==> src/mem_ctrl_pkg.sv <==
/* shared widths, command and size encodings, fault codes,
   request/response/bus structs and the request payload union */

package mem_ctrl_pkg;

	// ==============================
	// widths
	// ==============================
	localparam int AWID  = 32;       // address
	localparam int DWID  = 64;       // bus word
	localparam int TID_W = 4;        // transaction id
	localparam int SEL_W = DWID / 8; // one select per byte lane

	// ==============================
	// encodings
	// ==============================
	typedef enum logic [1:0] {
		FN_LOAD   = 2'd0,  // sign extended
		FN_LOADZ  = 2'd1,  // zero extended
		FN_STORE  = 2'd2,
		FN_SETSEG = 2'd3   // load base/limit from data word
	} mem_func_e;

	typedef enum logic [1:0] {
		SZ_B = 2'd0,  // byte
		SZ_W = 2'd1,  // wyde
		SZ_T = 2'd2,  // tetra
		SZ_O = 2'd3   // octa
	} mem_size_e;

	typedef enum logic [7:0] {
		FLT_NONE = 8'h00,
		FLT_SGB  = 8'h31  // segment bound
	} fault_e;

	// ==============================
	// structs
	// ==============================

	// segment descriptor, base in the upper half of the word
	typedef struct packed {
		logic [AWID-1:0] base;
		logic [AWID-1:0] limit;
	} seg_desc_t;

	// request data word: store data, or a descriptor for SETSEG
	typedef union packed {
		logic [DWID-1:0] sdat;
		seg_desc_t       desc;
	} req_payload_u;

	typedef struct packed {
		logic [TID_W-1:0] tid;
		mem_func_e        func;
		mem_size_e        size;
		logic [AWID-1:0]  adr;      // segment offset
		req_payload_u     payload;
	} mem_req_t;

	typedef struct packed {
		logic [TID_W-1:0] tid;
		fault_e           cause;
		logic [DWID-1:0]  res;
		logic [AWID-1:0]  bad_addr;
	} mem_resp_t;

	typedef struct packed {
		logic             cyc;
		logic             stb;
		logic             we;
		logic [SEL_W-1:0] sel;
		logic [AWID-1:0]  adr;
		logic [DWID-1:0]  dat;
	} bus_req_t;

endpackage

==> src/load_align.sv <==
/* load data aligner: byte lane shift, then sign or zero extension by size */

`timescale 1ns/1ps

module load_align (
	input  logic [mem_ctrl_pkg::DWID-1:0] rdata_i,
	input  logic [2:0]                    lane_i,
	input  mem_ctrl_pkg::mem_size_e       size_i,
	input  logic                          zext_i,
	output logic [mem_ctrl_pkg::DWID-1:0] res_o
);

	import mem_ctrl_pkg::*;

	logic [DWID-1:0] shifted;
	logic            fill;

	// move the addressed lane down to bit 0
	assign shifted = rdata_i >> {lane_i, 3'b000};

	always_comb begin
		fill = 1'b0;
		case (size_i)
		SZ_B: begin
			fill  = shifted[7] & ~zext_i;
			res_o = {{(DWID-8){fill}}, shifted[7:0]};
		end
		SZ_W: begin
			fill  = shifted[15] & ~zext_i;
			res_o = {{(DWID-16){fill}}, shifted[15:0]};
		end
		SZ_T: begin
			fill  = shifted[31] & ~zext_i;
			res_o = {{(DWID-32){fill}}, shifted[31:0]};
		end
		default: begin
			res_o = shifted;  // octa, nothing to extend
		end
		endcase
	end

endmodule

==> src/mem_ctrl_top.sv <==
/* memory controller top: request queue, sequencer, response queue */

`timescale 1ns/1ps

module mem_ctrl_top #(
	parameter int REQ_DEPTH  = 4,
	parameter int RESP_DEPTH = 4
) (
	input  logic                          clk,
	input  logic                          rst,
	input  mem_ctrl_pkg::mem_req_t        req_i,
	input  logic                          req_wr_i,
	output logic                          req_full_o,
	output mem_ctrl_pkg::mem_resp_t       resp_o,
	output logic                          resp_valid_o,
	input  logic                          resp_rd_i,
	output mem_ctrl_pkg::bus_req_t        bus_o,
	input  logic                          ack_i,
	input  logic [mem_ctrl_pkg::DWID-1:0] dat_i
);

	import mem_ctrl_pkg::*;

	mem_req_t  req_head;    // head of request queue
	logic      req_empty;
	logic      req_pop;
	mem_resp_t resp_new;
	logic      resp_push;
	logic      resp_full;
	logic      resp_empty;

	assign resp_valid_o = ~resp_empty;

	req_fifo #(
		.DEPTH (REQ_DEPTH),
		.WIDTH ($bits(mem_req_t))
	) u_req_q (
		.clk     (clk),
		.rst     (rst),
		.wr_i    (req_wr_i),
		.din_i   (req_i),
		.rd_i    (req_pop),
		.dout_o  (req_head),
		.empty_o (req_empty),
		.full_o  (req_full_o)
	);

	mem_seq u_seq (
		.clk         (clk),
		.rst         (rst),
		.req_i       (req_head),
		.req_empty_i (req_empty),
		.req_pop_o   (req_pop),
		.resp_o      (resp_new),
		.resp_push_o (resp_push),
		.resp_full_i (resp_full),
		.bus_o       (bus_o),
		.ack_i       (ack_i),
		.dat_i       (dat_i)
	);

	req_fifo #(
		.DEPTH (RESP_DEPTH),
		.WIDTH ($bits(mem_resp_t))
	) u_resp_q (
		.clk     (clk),
		.rst     (rst),
		.wr_i    (resp_push),
		.din_i   (resp_new),
		.rd_i    (resp_rd_i),
		.dout_o  (resp_o),
		.empty_o (resp_empty),
		.full_o  (resp_full)
	);

endmodule

==> src/mem_seq.sv <==
/* access sequencer: descriptor register, limit check, relocation,
   byte-lane selects, single-beat bus cycle and response build */

`timescale 1ns/1ps

module mem_seq (
	input  logic                          clk,
	input  logic                          rst,
	input  mem_ctrl_pkg::mem_req_t        req_i,
	input  logic                          req_empty_i,
	output logic                          req_pop_o,
	output mem_ctrl_pkg::mem_resp_t       resp_o,
	output logic                          resp_push_o,
	input  logic                          resp_full_i,
	output mem_ctrl_pkg::bus_req_t        bus_o,
	input  logic                          ack_i,
	input  logic [mem_ctrl_pkg::DWID-1:0] dat_i
);

	import mem_ctrl_pkg::*;

	typedef enum logic [1:0] {
		ST_IDLE,
		ST_CAPTURE,
		ST_ACCESS,
		ST_RESPOND
	} state_e;

	state_e           state;
	mem_req_t         req_r;      // request being served
	seg_desc_t        desc_r;
	logic             flt_r;      // limit fault on this request
	logic             cyc_r;
	logic             stb_r;
	logic             we_r;
	logic [SEL_W-1:0] sel_r;
	logic [AWID-1:0]  adr_r;
	logic [DWID-1:0]  dat_r;
	logic [DWID-1:0]  rdata_r;    // word captured at ack

	logic [2:0]       lo_mask;
	logic [SEL_W-1:0] sz_sel;
	logic [AWID-1:0]  reloc;
	logic [AWID-1:0]  phys;
	logic [2:0]       lane;
	logic             over_lim;
	logic             is_load;
	logic [DWID-1:0]  ld_res;

	// ==============================
	// address path
	// ==============================
	always_comb begin
		case (req_r.size)
		SZ_B: begin
			lo_mask = 3'b000;
			sz_sel  = 8'h01;
		end
		SZ_W: begin
			lo_mask = 3'b001;
			sz_sel  = 8'h03;
		end
		SZ_T: begin
			lo_mask = 3'b011;
			sz_sel  = 8'h0f;
		end
		default: begin
			lo_mask = 3'b111;
			sz_sel  = 8'hff;
		end
		endcase
	end

	assign reloc    = desc_r.base + req_r.adr;
	assign phys     = {reloc[AWID-1:3], reloc[2:0] & ~lo_mask};  // size aligned
	assign lane     = phys[2:0];
	assign over_lim = req_r.adr > desc_r.limit;
	assign is_load  = (req_r.func == FN_LOAD) || (req_r.func == FN_LOADZ);

	assign req_pop_o   = (state == ST_IDLE) && !req_empty_i;
	assign resp_push_o = (state == ST_RESPOND) && !resp_full_i;

	// ==============================
	// sequencer FSM
	// ==============================
	always_ff @(posedge clk) begin
		if (rst) begin
			state  <= ST_IDLE;
			desc_r <= '{base: '0, limit: '1};
			flt_r  <= 1'b0;
			cyc_r  <= 1'b0;
			stb_r  <= 1'b0;
			we_r   <= 1'b0;
			sel_r  <= '0;
		end else begin
			case (state)
			ST_IDLE:
				if (req_pop_o)
					state <= ST_CAPTURE;
			ST_CAPTURE: begin
				flt_r <= 1'b0;
				if (req_r.func == FN_SETSEG) begin
					desc_r <= req_r.payload.desc;
					state  <= ST_RESPOND;
				end else if (over_lim) begin
					flt_r <= 1'b1;   // no bus cycle
					state <= ST_RESPOND;
				end else begin
					cyc_r <= 1'b1;
					stb_r <= 1'b1;
					we_r  <= (req_r.func == FN_STORE);
					sel_r <= sz_sel << lane;
					state <= ST_ACCESS;
				end
			end
			ST_ACCESS:
				if (ack_i) begin
					cyc_r <= 1'b0;
					stb_r <= 1'b0;
					we_r  <= 1'b0;
					sel_r <= '0;
					state <= ST_RESPOND;
				end
			ST_RESPOND:
				if (!resp_full_i)
					state <= ST_IDLE;  // else hold for room
			default:
				state <= ST_IDLE;
			endcase
		end
	end

	// payload registers
	always_ff @(posedge clk) begin
		if (req_pop_o)
			req_r <= req_i;
		if (state == ST_CAPTURE) begin
			adr_r <= phys;
			dat_r <= req_r.payload.sdat << {lane, 3'b000};  // store data to its lane
		end
		if (state == ST_ACCESS && ack_i)
			rdata_r <= dat_i;
	end

	assign bus_o = '{cyc: cyc_r, stb: stb_r, we: we_r, sel: sel_r, adr: adr_r, dat: dat_r};

	load_align u_align (
		.rdata_i (rdata_r),
		.lane_i  (adr_r[2:0]),
		.size_i  (req_r.size),
		.zext_i  (req_r.func == FN_LOADZ),
		.res_o   (ld_res)
	);

	// response, stores and SETSEG return zero
	always_comb begin
		resp_o.tid      = req_r.tid;
		resp_o.cause    = flt_r ? FLT_SGB : FLT_NONE;
		resp_o.res      = (is_load && !flt_r) ? ld_res : '0;
		resp_o.bad_addr = flt_r ? req_r.adr : '0;
	end

endmodule

==> src/req_fifo.sv <==
/* synchronous first-word-fall-through queue, register array with count */

`timescale 1ns/1ps

module req_fifo #(
	parameter int DEPTH = 4,
	parameter int WIDTH = 8
) (
	input  logic             clk,
	input  logic             rst,
	input  logic             wr_i,
	input  logic [WIDTH-1:0] din_i,
	input  logic             rd_i,
	output logic [WIDTH-1:0] dout_o,
	output logic             empty_o,
	output logic             full_o
);

	localparam int PW = (DEPTH > 1) ? $clog2(DEPTH) : 1;
	localparam int CW = $clog2(DEPTH + 1);

	logic [WIDTH-1:0] mem [DEPTH];
	logic [PW-1:0]    wr_ptr;
	logic [PW-1:0]    rd_ptr;
	logic [CW-1:0]    count;
	logic             do_wr;
	logic             do_rd;

	// pointer advance with wrap at DEPTH
	function automatic logic [PW-1:0] next_ptr(input logic [PW-1:0] p);
		if (p == PW'(DEPTH - 1))
			next_ptr = '0;
		else
			next_ptr = p + 1'b1;
	endfunction

	assign do_wr   = wr_i && !full_o;   // full write dropped
	assign do_rd   = rd_i && !empty_o;
	assign empty_o = (count == '0);
	assign full_o  = (count == CW'(DEPTH));
	assign dout_o  = mem[rd_ptr];       // head shows at once

	always_ff @(posedge clk) begin
		if (rst) begin
			wr_ptr <= '0;
			rd_ptr <= '0;
			count  <= '0;
		end else begin
			if (do_wr)
				wr_ptr <= next_ptr(wr_ptr);
			if (do_rd)
				rd_ptr <= next_ptr(rd_ptr);
			case ({do_wr, do_rd})
			2'b10:   count <= count + 1'b1;
			2'b01:   count <= count - 1'b1;
			default: count <= count;
			endcase
		end
	end

	// storage
	always_ff @(posedge clk) begin
		if (do_wr)
			mem[wr_ptr] <= din_i;
	end

endmodule

==> config.mk <==
export PLATFORM = sky130hd
export DESIGN_NAME = mem_ctrl_top
export DESIGN_NICKNAME = d
export VERILOG_FILES = /design/src/mem_ctrl_pkg.sv /design/src/load_align.sv /design/src/mem_ctrl_top.sv /design/src/mem_seq.sv /design/src/req_fifo.sv
export SDC_FILE = /design/constraint.sdc
export NUM_CORES = 1
export LEC_CHECK = 0
export BUFFER_PORTS_ARGS = -buffer_cell sky130_fd_sc_hd__buf_2
export CORE_MARGIN = 5
export CORE_UTILIZATION = 30
export DETAILED_ROUTE_END_ITERATION = 7
export GPL_TIMING_DRIVEN = 0
export SLEW_MARGIN = 20
export SYNTH_ARGS = -nofsm -noshare
export SYNTH_HDL_FRONTEND = slang
export SYNTH_SLANG_ARGS = --single-unit
==> constraint.sdc <==
create_clock -name clk -period 4.55 [get_ports clk]
set_clock_uncertainty 0.15 [all_clocks]
set_input_delay 0.6825 -clock clk [delete_from_list [all_inputs] [get_ports clk]]
set_output_delay 0.6825 -clock clk [all_outputs]
set_load 0.02 [all_outputs]
# After elaboration in Yosys (flattened, before gate mapping)
# Memories as Yosys holds them, arrays and structs flattened. A register that Yosys moved wholly into a read port is not among the register bits.
# Index checks and enable logic that the tools add are counted.
# word_totals
ff_bits,251
ram_bits,840
input_bits,173
elab_cells,123
memories,2
# mem_list
memory,words,width,read_ports,rd_ports_with_merged_regs,write_ports,line,rtl
u_resp_q.mem,4,106,1,1,1,req_fifo.sv:22,logic [WIDTH-1:0] mem [DEPTH];
u_req_q.mem,4,104,1,1,1,req_fifo.sv:22,
# classes
n_addsub,9
order_cmp,1
eq_ne,23
shifts,3
mux,37
bitwise,7
n_reduce_logical,25
# ops
operator,count
64-bit one-hot mux with 3 select lines,1
64-bit 2-to-1 mux,1
64-bit by 6-bit << shifter with 64-bit output,1
64-bit by 6-bit right shift with 64-bit output,1
32-bit adder,1
32-bit greater-than comparator,1
32-bit 2-to-1 mux,1
8-bit 2-to-1 mux,3
8-bit one-hot mux with 3 select lines,1
"2-bit equality test, second input constant",11
2-bit 2-to-1 mux,10
8-bit one-hot mux with 2 select lines,1
1-bit 2-to-1 mux,12
3-bit one-hot mux with 2 select lines,2
"2-bit by 1-bit equality test with 1-bit output, second input constant",5
"2-bit inequality test, second input constant",5
3-bit one-hot mux with 3 select lines,1
"2-bit by 1-bit adder with 2-bit output, second input constant",4
1-bit logical AND,8
2-bit one-hot mux with 4 select lines,1
8-bit by 3-bit << shifter with 8-bit output,1
"3-bit by 1-bit adder with 3-bit output, second input constant",2
"3-bit equality test, second input constant",2
2-bit logical NOT,3
other kinds (14),26

# Longest topological paths before layout
# Gate-level depths: netlist of the first run.
# logic_depth
ltp_word,8
mapped_depth,12
ltp_nobuf,11

# Hierarchy
# A second synthesis of the first run with hierarchy kept.
# hier_totals
hier_cells,2867
hier_area_um2,49640.1
# modules_own_cells
module,n_inst,cells_each,area_per_inst_um2,seq_area_each_um2
req_fifo (u_resp_q),1,618,16037.9,13152.6
mem_seq,1,1386,15762.6,9469.1
req_fifo (u_req_q),1,598,15536.2,12672.2
load_align,1,264,2299.7,0.0
mem_ctrl_top,1,1,3.8,0.0

# Worst setup path before layout of the first run
# No wires, ideal clock.
# synth_timing
path_type,flip-flop to flip-flop
start,reg u_seq.state[0]
end,reg u_req_q.count[2]
setup_time_ns,0.070
arrival_time_ns,4.195
t_required_ns,4.330
setup_slack_ns,0.134
path_stages_with_launch,11
path_buffers,0
synth_period_minus_slack_ns,4.416
cell_sequence,dfxtp_1 > inv_1 > ha_1 > nand2b_1 > inv_1 > ha_1 > inv_1 > fa_1 > xor2_1 > or3_1 > a21oi_1
# synth_between
elab_chain_cells,5
word_cells_on_any_way,7
# synth_lines
item,line,rtl
from (decl),mem_seq.sv:29,state_e state;
from (signal assigned),mem_seq.sv:88,state <= ST_IDLE;
from (signal assigned),mem_seq.sv:99,state <= ST_CAPTURE;
from (signal assigned),mem_seq.sv:104,state <= ST_RESPOND;
2-bit logical NOT *,mem_seq.sv:80,assign req_pop_o = (state == ST_IDLE) && !req_empty_i;
1-bit logical AND *,mem_seq.sv:80,
net req_pop,mem_ctrl_top.sv:26,logic req_pop;
1-bit logical AND *,req_fifo.sv:38,assign do_rd = rd_i && !empty_o;
2-bit by 1-bit equality test with 1-bit output or 2-bit equality test (tied branches),req_fifo.sv:53,"case ({do_wr, do_rd})"
3-bit one-hot mux with 2 select lines or 2-bit nonzero test (tied branches),n/a,
to (signal assigned),req_fifo.sv:54,2'b10: count <= count + 1'b1;
to (signal assigned),req_fifo.sv:55,2'b01: count <= count - 1'b1;
to (signal assigned),req_fifo.sv:56,default: count <= count;
to (decl),req_fifo.sv:25,logic [CW-1:0] count;
# Mark *: on every way through the listed nets, which the timed path passes. The rest lies on a longest branch.
# A chain may end at the register's enable or synchronous reset.

==> results of run 1 <==
## critical path, stage by stage, from the launching register on
cell and delay [ps]:
dfxtp_1 320, clkbuf_2 410, buf_1 750, mux4_2 670, buf_4 160, buf_2 150
## path summary, 6_finish.rpt
kind / to / slack, ps / cells past startpoint
worst min register to register: u_seq.desc_r[37]$_SDFFE_PP0P_ / 320 / 2
worst min-delay path: u_resp_q.rd_ptr[1]$_SDFFE_PP0P_ / 210 / 4
worst max register to register: u_seq.dat_r[24]$_SDFFCE_PP0P_ / 640 / 8
worst max-delay path: resp_o[100] / 500 / 5
## kinds of logic (layout without fill, tap and decap cells)
kind of cell	Yosys count	count (layout)
DFF	1177	1177
and+or+nand+nor	536	536
AOI/OAI and AO/OA	373	373
muxes	338	338
buffers and inverters	204	1012
adders and majority gates	83	83
xor gates and xnor gates	33	33
other	1	15
## per-stage QoR
step	std cells	utilization, %	area (µm²)	hold slack (ps)
after floorplan	2749	-	47470	290.6
after global placement	5205	32.94	51980	307.9
after detailed placement	5228	33.32	52590	308.6
after CTS	5629	37.19	58700	173.5
after global routing	5635	37.20	58710	224.7
final	5639	37.21	58720	213.2
## layout make-up
cell class                      instances  area (µm²)
Fill cell                           14820       99110
Multi-Input combinational cell       1368       12270
Clock inverter                         75        1010
Tap cell                             2072        2592
Timing Repair Buffer                  575        4154
Antenna cell                           10       25.02
Buffer                                145       618.1
Clock buffer                          158        3415
Inverter                               59       229.0
Sequential cell                      1177       34410
## power groups by stage
stage,Combinational (mW),Sequential [mW],Clock (mW)
5_1_grt,12.4,16.6,11.5
3_3_place_gp,10.2,16.4,0
4_1_cts,11.7,16.5,11.0
3_5_place_dp,11.5,16.7,0
2_1_floorplan,6.47,16.1,0
6_report,11.5,16.5,10.8
## metal layers
metal / routed length [µm] / global-route usage, % / up-vias
met5: 80 / 0 / -
met4: 3489 / 4.452 / 12
met3: 11880 / 5.117 / 194
met2: 70910 / 28.58 / 1032
met1: 57740 / 21.37 / 13970
li1: - / - / 12150
## placed cells by master (no fill, tap or decap), drive strengths merged, types with 7 or more instances in the layout
cell,Yosys,layout
a211o,32,32
a211oi,18,18
a21o,28,28
a21oi,178,178
a32o,8,8
and2,48,48
and3,20,20
buf,64,471
bufinv,0,15
clkbuf,81,239
clkinv,0,51
dfxtp,93,93
diode,0,10
dlygate4sd3,0,168
edfxtp,1084,1084
ha,80,80
inv,59,66
mux2,29,29
mux2i,92,92
mux4,217,217
nand2,190,190
nand2b,36,36
nand3,9,9
nand4,9,9
nor2,179,179
nor2b,19,19
nor3,11,11
o21a,7,7
o21ai,65,65
xnor2,22,22
xor2,11,11
## state kept, by name, indices dropped and copies added (netlist names), named ones only
register and flops:
u_seq.cyc_r 1, u_seq.desc_r 64, u_seq.resp_o 4, u_seq.req_r 100
u_resp_q.wr_ptr 2, u_seq.dat_r 64, u_seq.sel_r 8, u_seq.flt_r 1
u_resp_q.count 3, u_req_q.wr_ptr 2, u_seq.rdata_r 64, u_req_q.count 3
u_req_q.rd_ptr 2, u_resp_q.mem 404, u_req_q.mem 416, u_seq.we_r 1
u_seq.state 2, u_resp_q.rd_ptr 2, u_seq.adr_r 32
==> impl_results.md, run 1 <==
* Status: completed
* Async set-reset flop share out of synthesis at 0%
* 1st-iter DRT viols at roughly 2,700
* Startpoint Class: flip-flop
* Vias in the first global route at approximately 28,000
* CTS tree: built
* Final Wtd Congestion at about 0.93
* Net count, final at roughly 3,700
* DRC at 0
* Port Buffers at approximately 380
* Largest net degree at the start of global routing at 71
* Rows at roughly 150
* Share of layout cells above drive strength 1 at between 20% and 30%
* Critical path class: reg2out
* Hold Startpoint: resp_rd_i
* Total Power at approximately 39 mW
* Routed vias at 27,350
* CTS root buffer: clkbuf_16
* MaxCap Viol Count at 0
* CTS Buffer Depth at 3
* Num CTS Buffers at around 130
* Initial core utilization at between 30% and 40%
* Actual slew at the worst max-slew pin at ~1100 ps
* Synth top area share at about 69%
* Setup TNS Final at 0 ps
* Adder-cell share of the synthesized area at between 2 and 2.5%
* H-tree depth at 4
* Vias/cell at 4.850
* Synth warn at 0
* Syn_area_per_cell at about 17 µm²
* # IOs at slightly below 400
* Crit Reg-Reg Startpoint: u_seq.req_r[64]$_DFFE_PP_
* Internal power at approximately 25 mW
* Area growth syn-to-layout at 23.75%
* Avg WL per Cell at between 20 and 30 µm
* Cts hold-fix bufs at about 170
* Critical Path Fanout Max at 10
* Mapped Cells at roughly 2,700
* Die W at slightly above 400 µm
* Worst skew pair latency at between 700 and 800 ps
* RSZ-0062 raised after global routing: false
* Share of power burned in registers at between 40% and 50%
* Logic pwr share at between 20% and 30%
* Data arrival, critical path at 3220 ps
* GRT overflow at 0
* Count leader, synth: edfxtp_1
* Post-synth EDFFs at 1,084
* Peak Freq at 246.9 MHz
* CP endpoint kind: output port
* Distinct cells, synth at between 60 and 70
* Final hold vios at 0
* Synth top area cells: edfxtp_1 (69%), mux4_2 (10%), dfxtp_1 (3.9%)
* 1st-pass router iterations at 5
* Setup Slack @ Placement at 659.6 ps
* Tcrit/Tclk final at 89.01%
* Pwr Density at between 600 and 700 nW/µm²
* Commonest cells post-synth: edfxtp_1 (1,084), mux4_2 (217), nand2_1 (190), nor2_1 (179), a21oi_1 (177)
* Slew Limit Fails at 0
* Tmin final at between 4000 and 5000 ps
* Xor-xnor portion of the synthesized cell area at 0.6091%
* Post-synthesis sequential area ratio at between 70 and 80%
* Post-synthesis mux area share at between 10% and 20%
* Switching pwr at around 14 mW
* First-pass GRT wire length at between 200,000 and 250,000 µm
* Largest family of logic cells by synthesized area: multiplexers
* Tot GR Track Use at 16.96%
* Die area at 166,200 µm²
* Worst Path Required at between 3000 and 4000 ps
* Routed wire length at between 100,000 and 150,000 µm
* Endpoints failing setup at 0
* Post-CTS sizing at 0
* Antenna Nets Post-Route at 0
* Die H at around 410 µm
* Core area at approximately 160,000 µm²
* Clk pwr share at roughly 28%
* Peak VDD IR at approximately 0.00044 V
* Post-DP HPWL at 104,600 µm
* Slew margin rel. at a little under a quarter
* #FFs+latches synth at between 1,000 and 1,500
* Dominant cell type by area after synthesis: edfxtp_1
* Postcts setup bufs at 0
* CTS sink count at roughly 1,200
* CTS clock-pin slew for the worst setup and hold paths at about 60 ps
* Mapped Area at approximately 47,000 µm²
* Initial antenna violation count at 23
* Post-Synth Simple-Gate Area at roughly 5.1%
* Worst min path class: in2reg
* Sw Ratio at between 30% and 40%
* Synth Area in Compound Gates at between 4 and 5%
* Most used DFF post-synth: edfxtp_1
* Final WS setup at between 400 and 500 ps
* Static Leak at around 20 nW
No activity file was read; power rests on OpenSTA's default activity.
==> run 2: changes to the inputs <==
==> constraint.sdc (replaced) <==
create_clock -name clk -period 5.1 [get_ports clk]
set_clock_uncertainty 0.15 [all_clocks]
set_input_delay 0.765 -clock clk [delete_from_list [all_inputs] [get_ports clk]]
set_output_delay 0.765 -clock clk [all_outputs]
set_load 0.02 [all_outputs]
==> run 2 against run 1 <==
Net effect:
- via count shrank 0.97%
- largest power group unchanged
- register-to-register slack improved by 530 ps
- sequential share of layout area up 0.99 points
- critical endpoint unchanged
==> impl_results.md, run 2 (synthesis gave the netlist of run 1 again) <==
* GRT overflow at 0
* Vias/cell at around 4.9
* Endpoints failing setup at 0
* Die H at approximately 410 µm
* Max reg flops at 416
* Critical path class: reg2out
* Startpoint Class: flip-flop
* Final WS setup at ~960 ps
* CTS clock-pin slew for the worst setup and hold paths at 60 ps
* CTS Buffer Depth at 3
* Share of layout cells above drive strength 1 at between 20 and 30%
* Die W at between 400 and 500 µm
* Worst skew pair latency at ~760 ps
* Initial core utilization at between 30% and 40%
* 1st-pass router iterations at 5
* Status: completed
* Peak Freq at roughly 240 MHz
* Final Wtd Congestion at about 0.93
* Pwr Density at between 500 and 600 nW/µm²
* Die area at between 150,000 and 200,000 µm²
* Worst R2R Setup Slack at between 1000 and 1500 ps
* RSZ-0062 raised after global routing: false
* Peak VDD IR at ~0.00039 V
* Postcts setup bufs at 0
* 1st-iter DRT viols at around 2,500
* Top reg by flops: u_req_q.mem
* Routed vias at 27,080
* Worst-path cell chain: clkbuf_2, buf_1, mux4_2, buf_4, buf_2
* Actual slew at the worst max-slew pin at ~1100 ps
* Slew Limit Fails at 0
* Area growth syn-to-layout at 21.68%
* Critical Path Fanout Max at 10
* Tot GR Track Use at between 10% and 20%
* Biggest regs: u_req_q.mem: 416 flops, u_resp_q.mem: 404 flops, u_seq.req_r: 100 flops
* Tcrit/Tclk final at about four fifths
* Initial antenna violation count at 43
* Antenna Nets Post-Route at 0
* Worst stage delay on the critical path at 750 ps
* Cts hold-fix bufs at 70
* Core area at approximately 160,000 µm²
* Data arrival, critical path at about 3200 ps
* Post-CTS sizing at 0
* Tmin final at ~4100 ps
* Final std cells w/o fill at approximately 5,500
* Inst Count DP at around 5,200
* Most frequent cells in the layout: edfxtp_1 (1,084), buf_2 (404), mux4_2 (217), nand2_1 (190), nor2_1 (179)
* CTS root buffer: clkbuf_16
* Commonest non-fill, non-tap cell in the layout: edfxtp_1
* CP endpoint kind: output port
* # IOs at 390
* H-tree depth at 4
* Num CTS Buffers at approximately 130
* Slew margin rel. at 28.60%
* Total Power at roughly 35 mW
* MaxCap Viol Count at 0
* Rows at 146
* Static Leak at 19.83 nW
* CTS sink count at about 1,200
* Largest net degree at the start of global routing at a little over 70
* Worst Path Required at ~4200 ps
* Worst min path class: in2reg
* Worst path slowest cell: buf_1
* Net count, final at roughly 3,600
* Port Buffers at 384
* CTS tree: built
* Post-DP HPWL at about 100,000 µm
* DRC at 0
* First-pass GRT wire length at just over 200,000 µm
* Routed wire length at between 100,000 and 150,000 µm
* Fill cells at ~15,000
* Avg WL per Cell at between 20 and 30 µm
* Vias in the first global route at about 27,000
* Final hold vios at 0
* Core Util, Final at between 30% and 40%
* Setup Slack @ Placement at 1210 ps
==> run 2: final cells by class <==
class	count	area (µm²)	area share (%)
tap	2072	2592	4.490
buffer	145	618.1	1.070
timing repair buffer	477	3173	5.495
clock inverter	75	1010	1.749
clock buffer	158	3415	5.913
inverter	59	229.0	0.3965
multi-input combinational	1368	12270	21.24
sequential	1177	34410	59.60
antenna	11	27.53	0.04767
==> run 2: worst paths after layout <==
path | startpoint | end | cells after the start
worst max-delay path | flip-flop | resp_o[100] | 5
worst min-delay path | dat_i[28] | u_seq.rdata_r[28]$_DFFE_PP_ | 1
worst max register to register | u_seq.req_r[64]$_DFFE_PP_ | u_seq.dat_r[15]$_SDFFCE_PP0P_ | 7
worst min register to register | u_seq.desc_r[37]$_SDFFE_PP0P_ | u_seq.desc_r[37]$_SDFFE_PP0P_ | 2
==> run 2: critical path, delay by kind of cell, from the launching register on <==
kind	cells	cell delay [ps]
flip-flops	1	320
buffers and inverters	4	1470
multiplexers	1	670
==> run 2: through the flow <==
stage	instance area, µm²	hold slack (ps)	TNS (ps)
after detailed placement	52590	308.6	0
after global placement	51980	307.9	-1071270
after floorplan	47470	290.6	0
final	57740	56.16	0
after global routing	57720	12.30	0
after CTS	57720	0.03064	0
==> run 2: power breakdown <==
part           switching, mW  internal (mW)
clock network           3.98           5.62
registers               1.68           13.1
logic                   6.77           3.42
total                   12.4           22.1
==> run 2: layer usage <==
layer	GRT usage, %	share of wire [%]	wire (µm)
met3	5.394	8.5	12270
met5	0	0.081	117
met4	4.433	2.6	3744
met1	21.19	40	57070
met2	28.36	49	70570
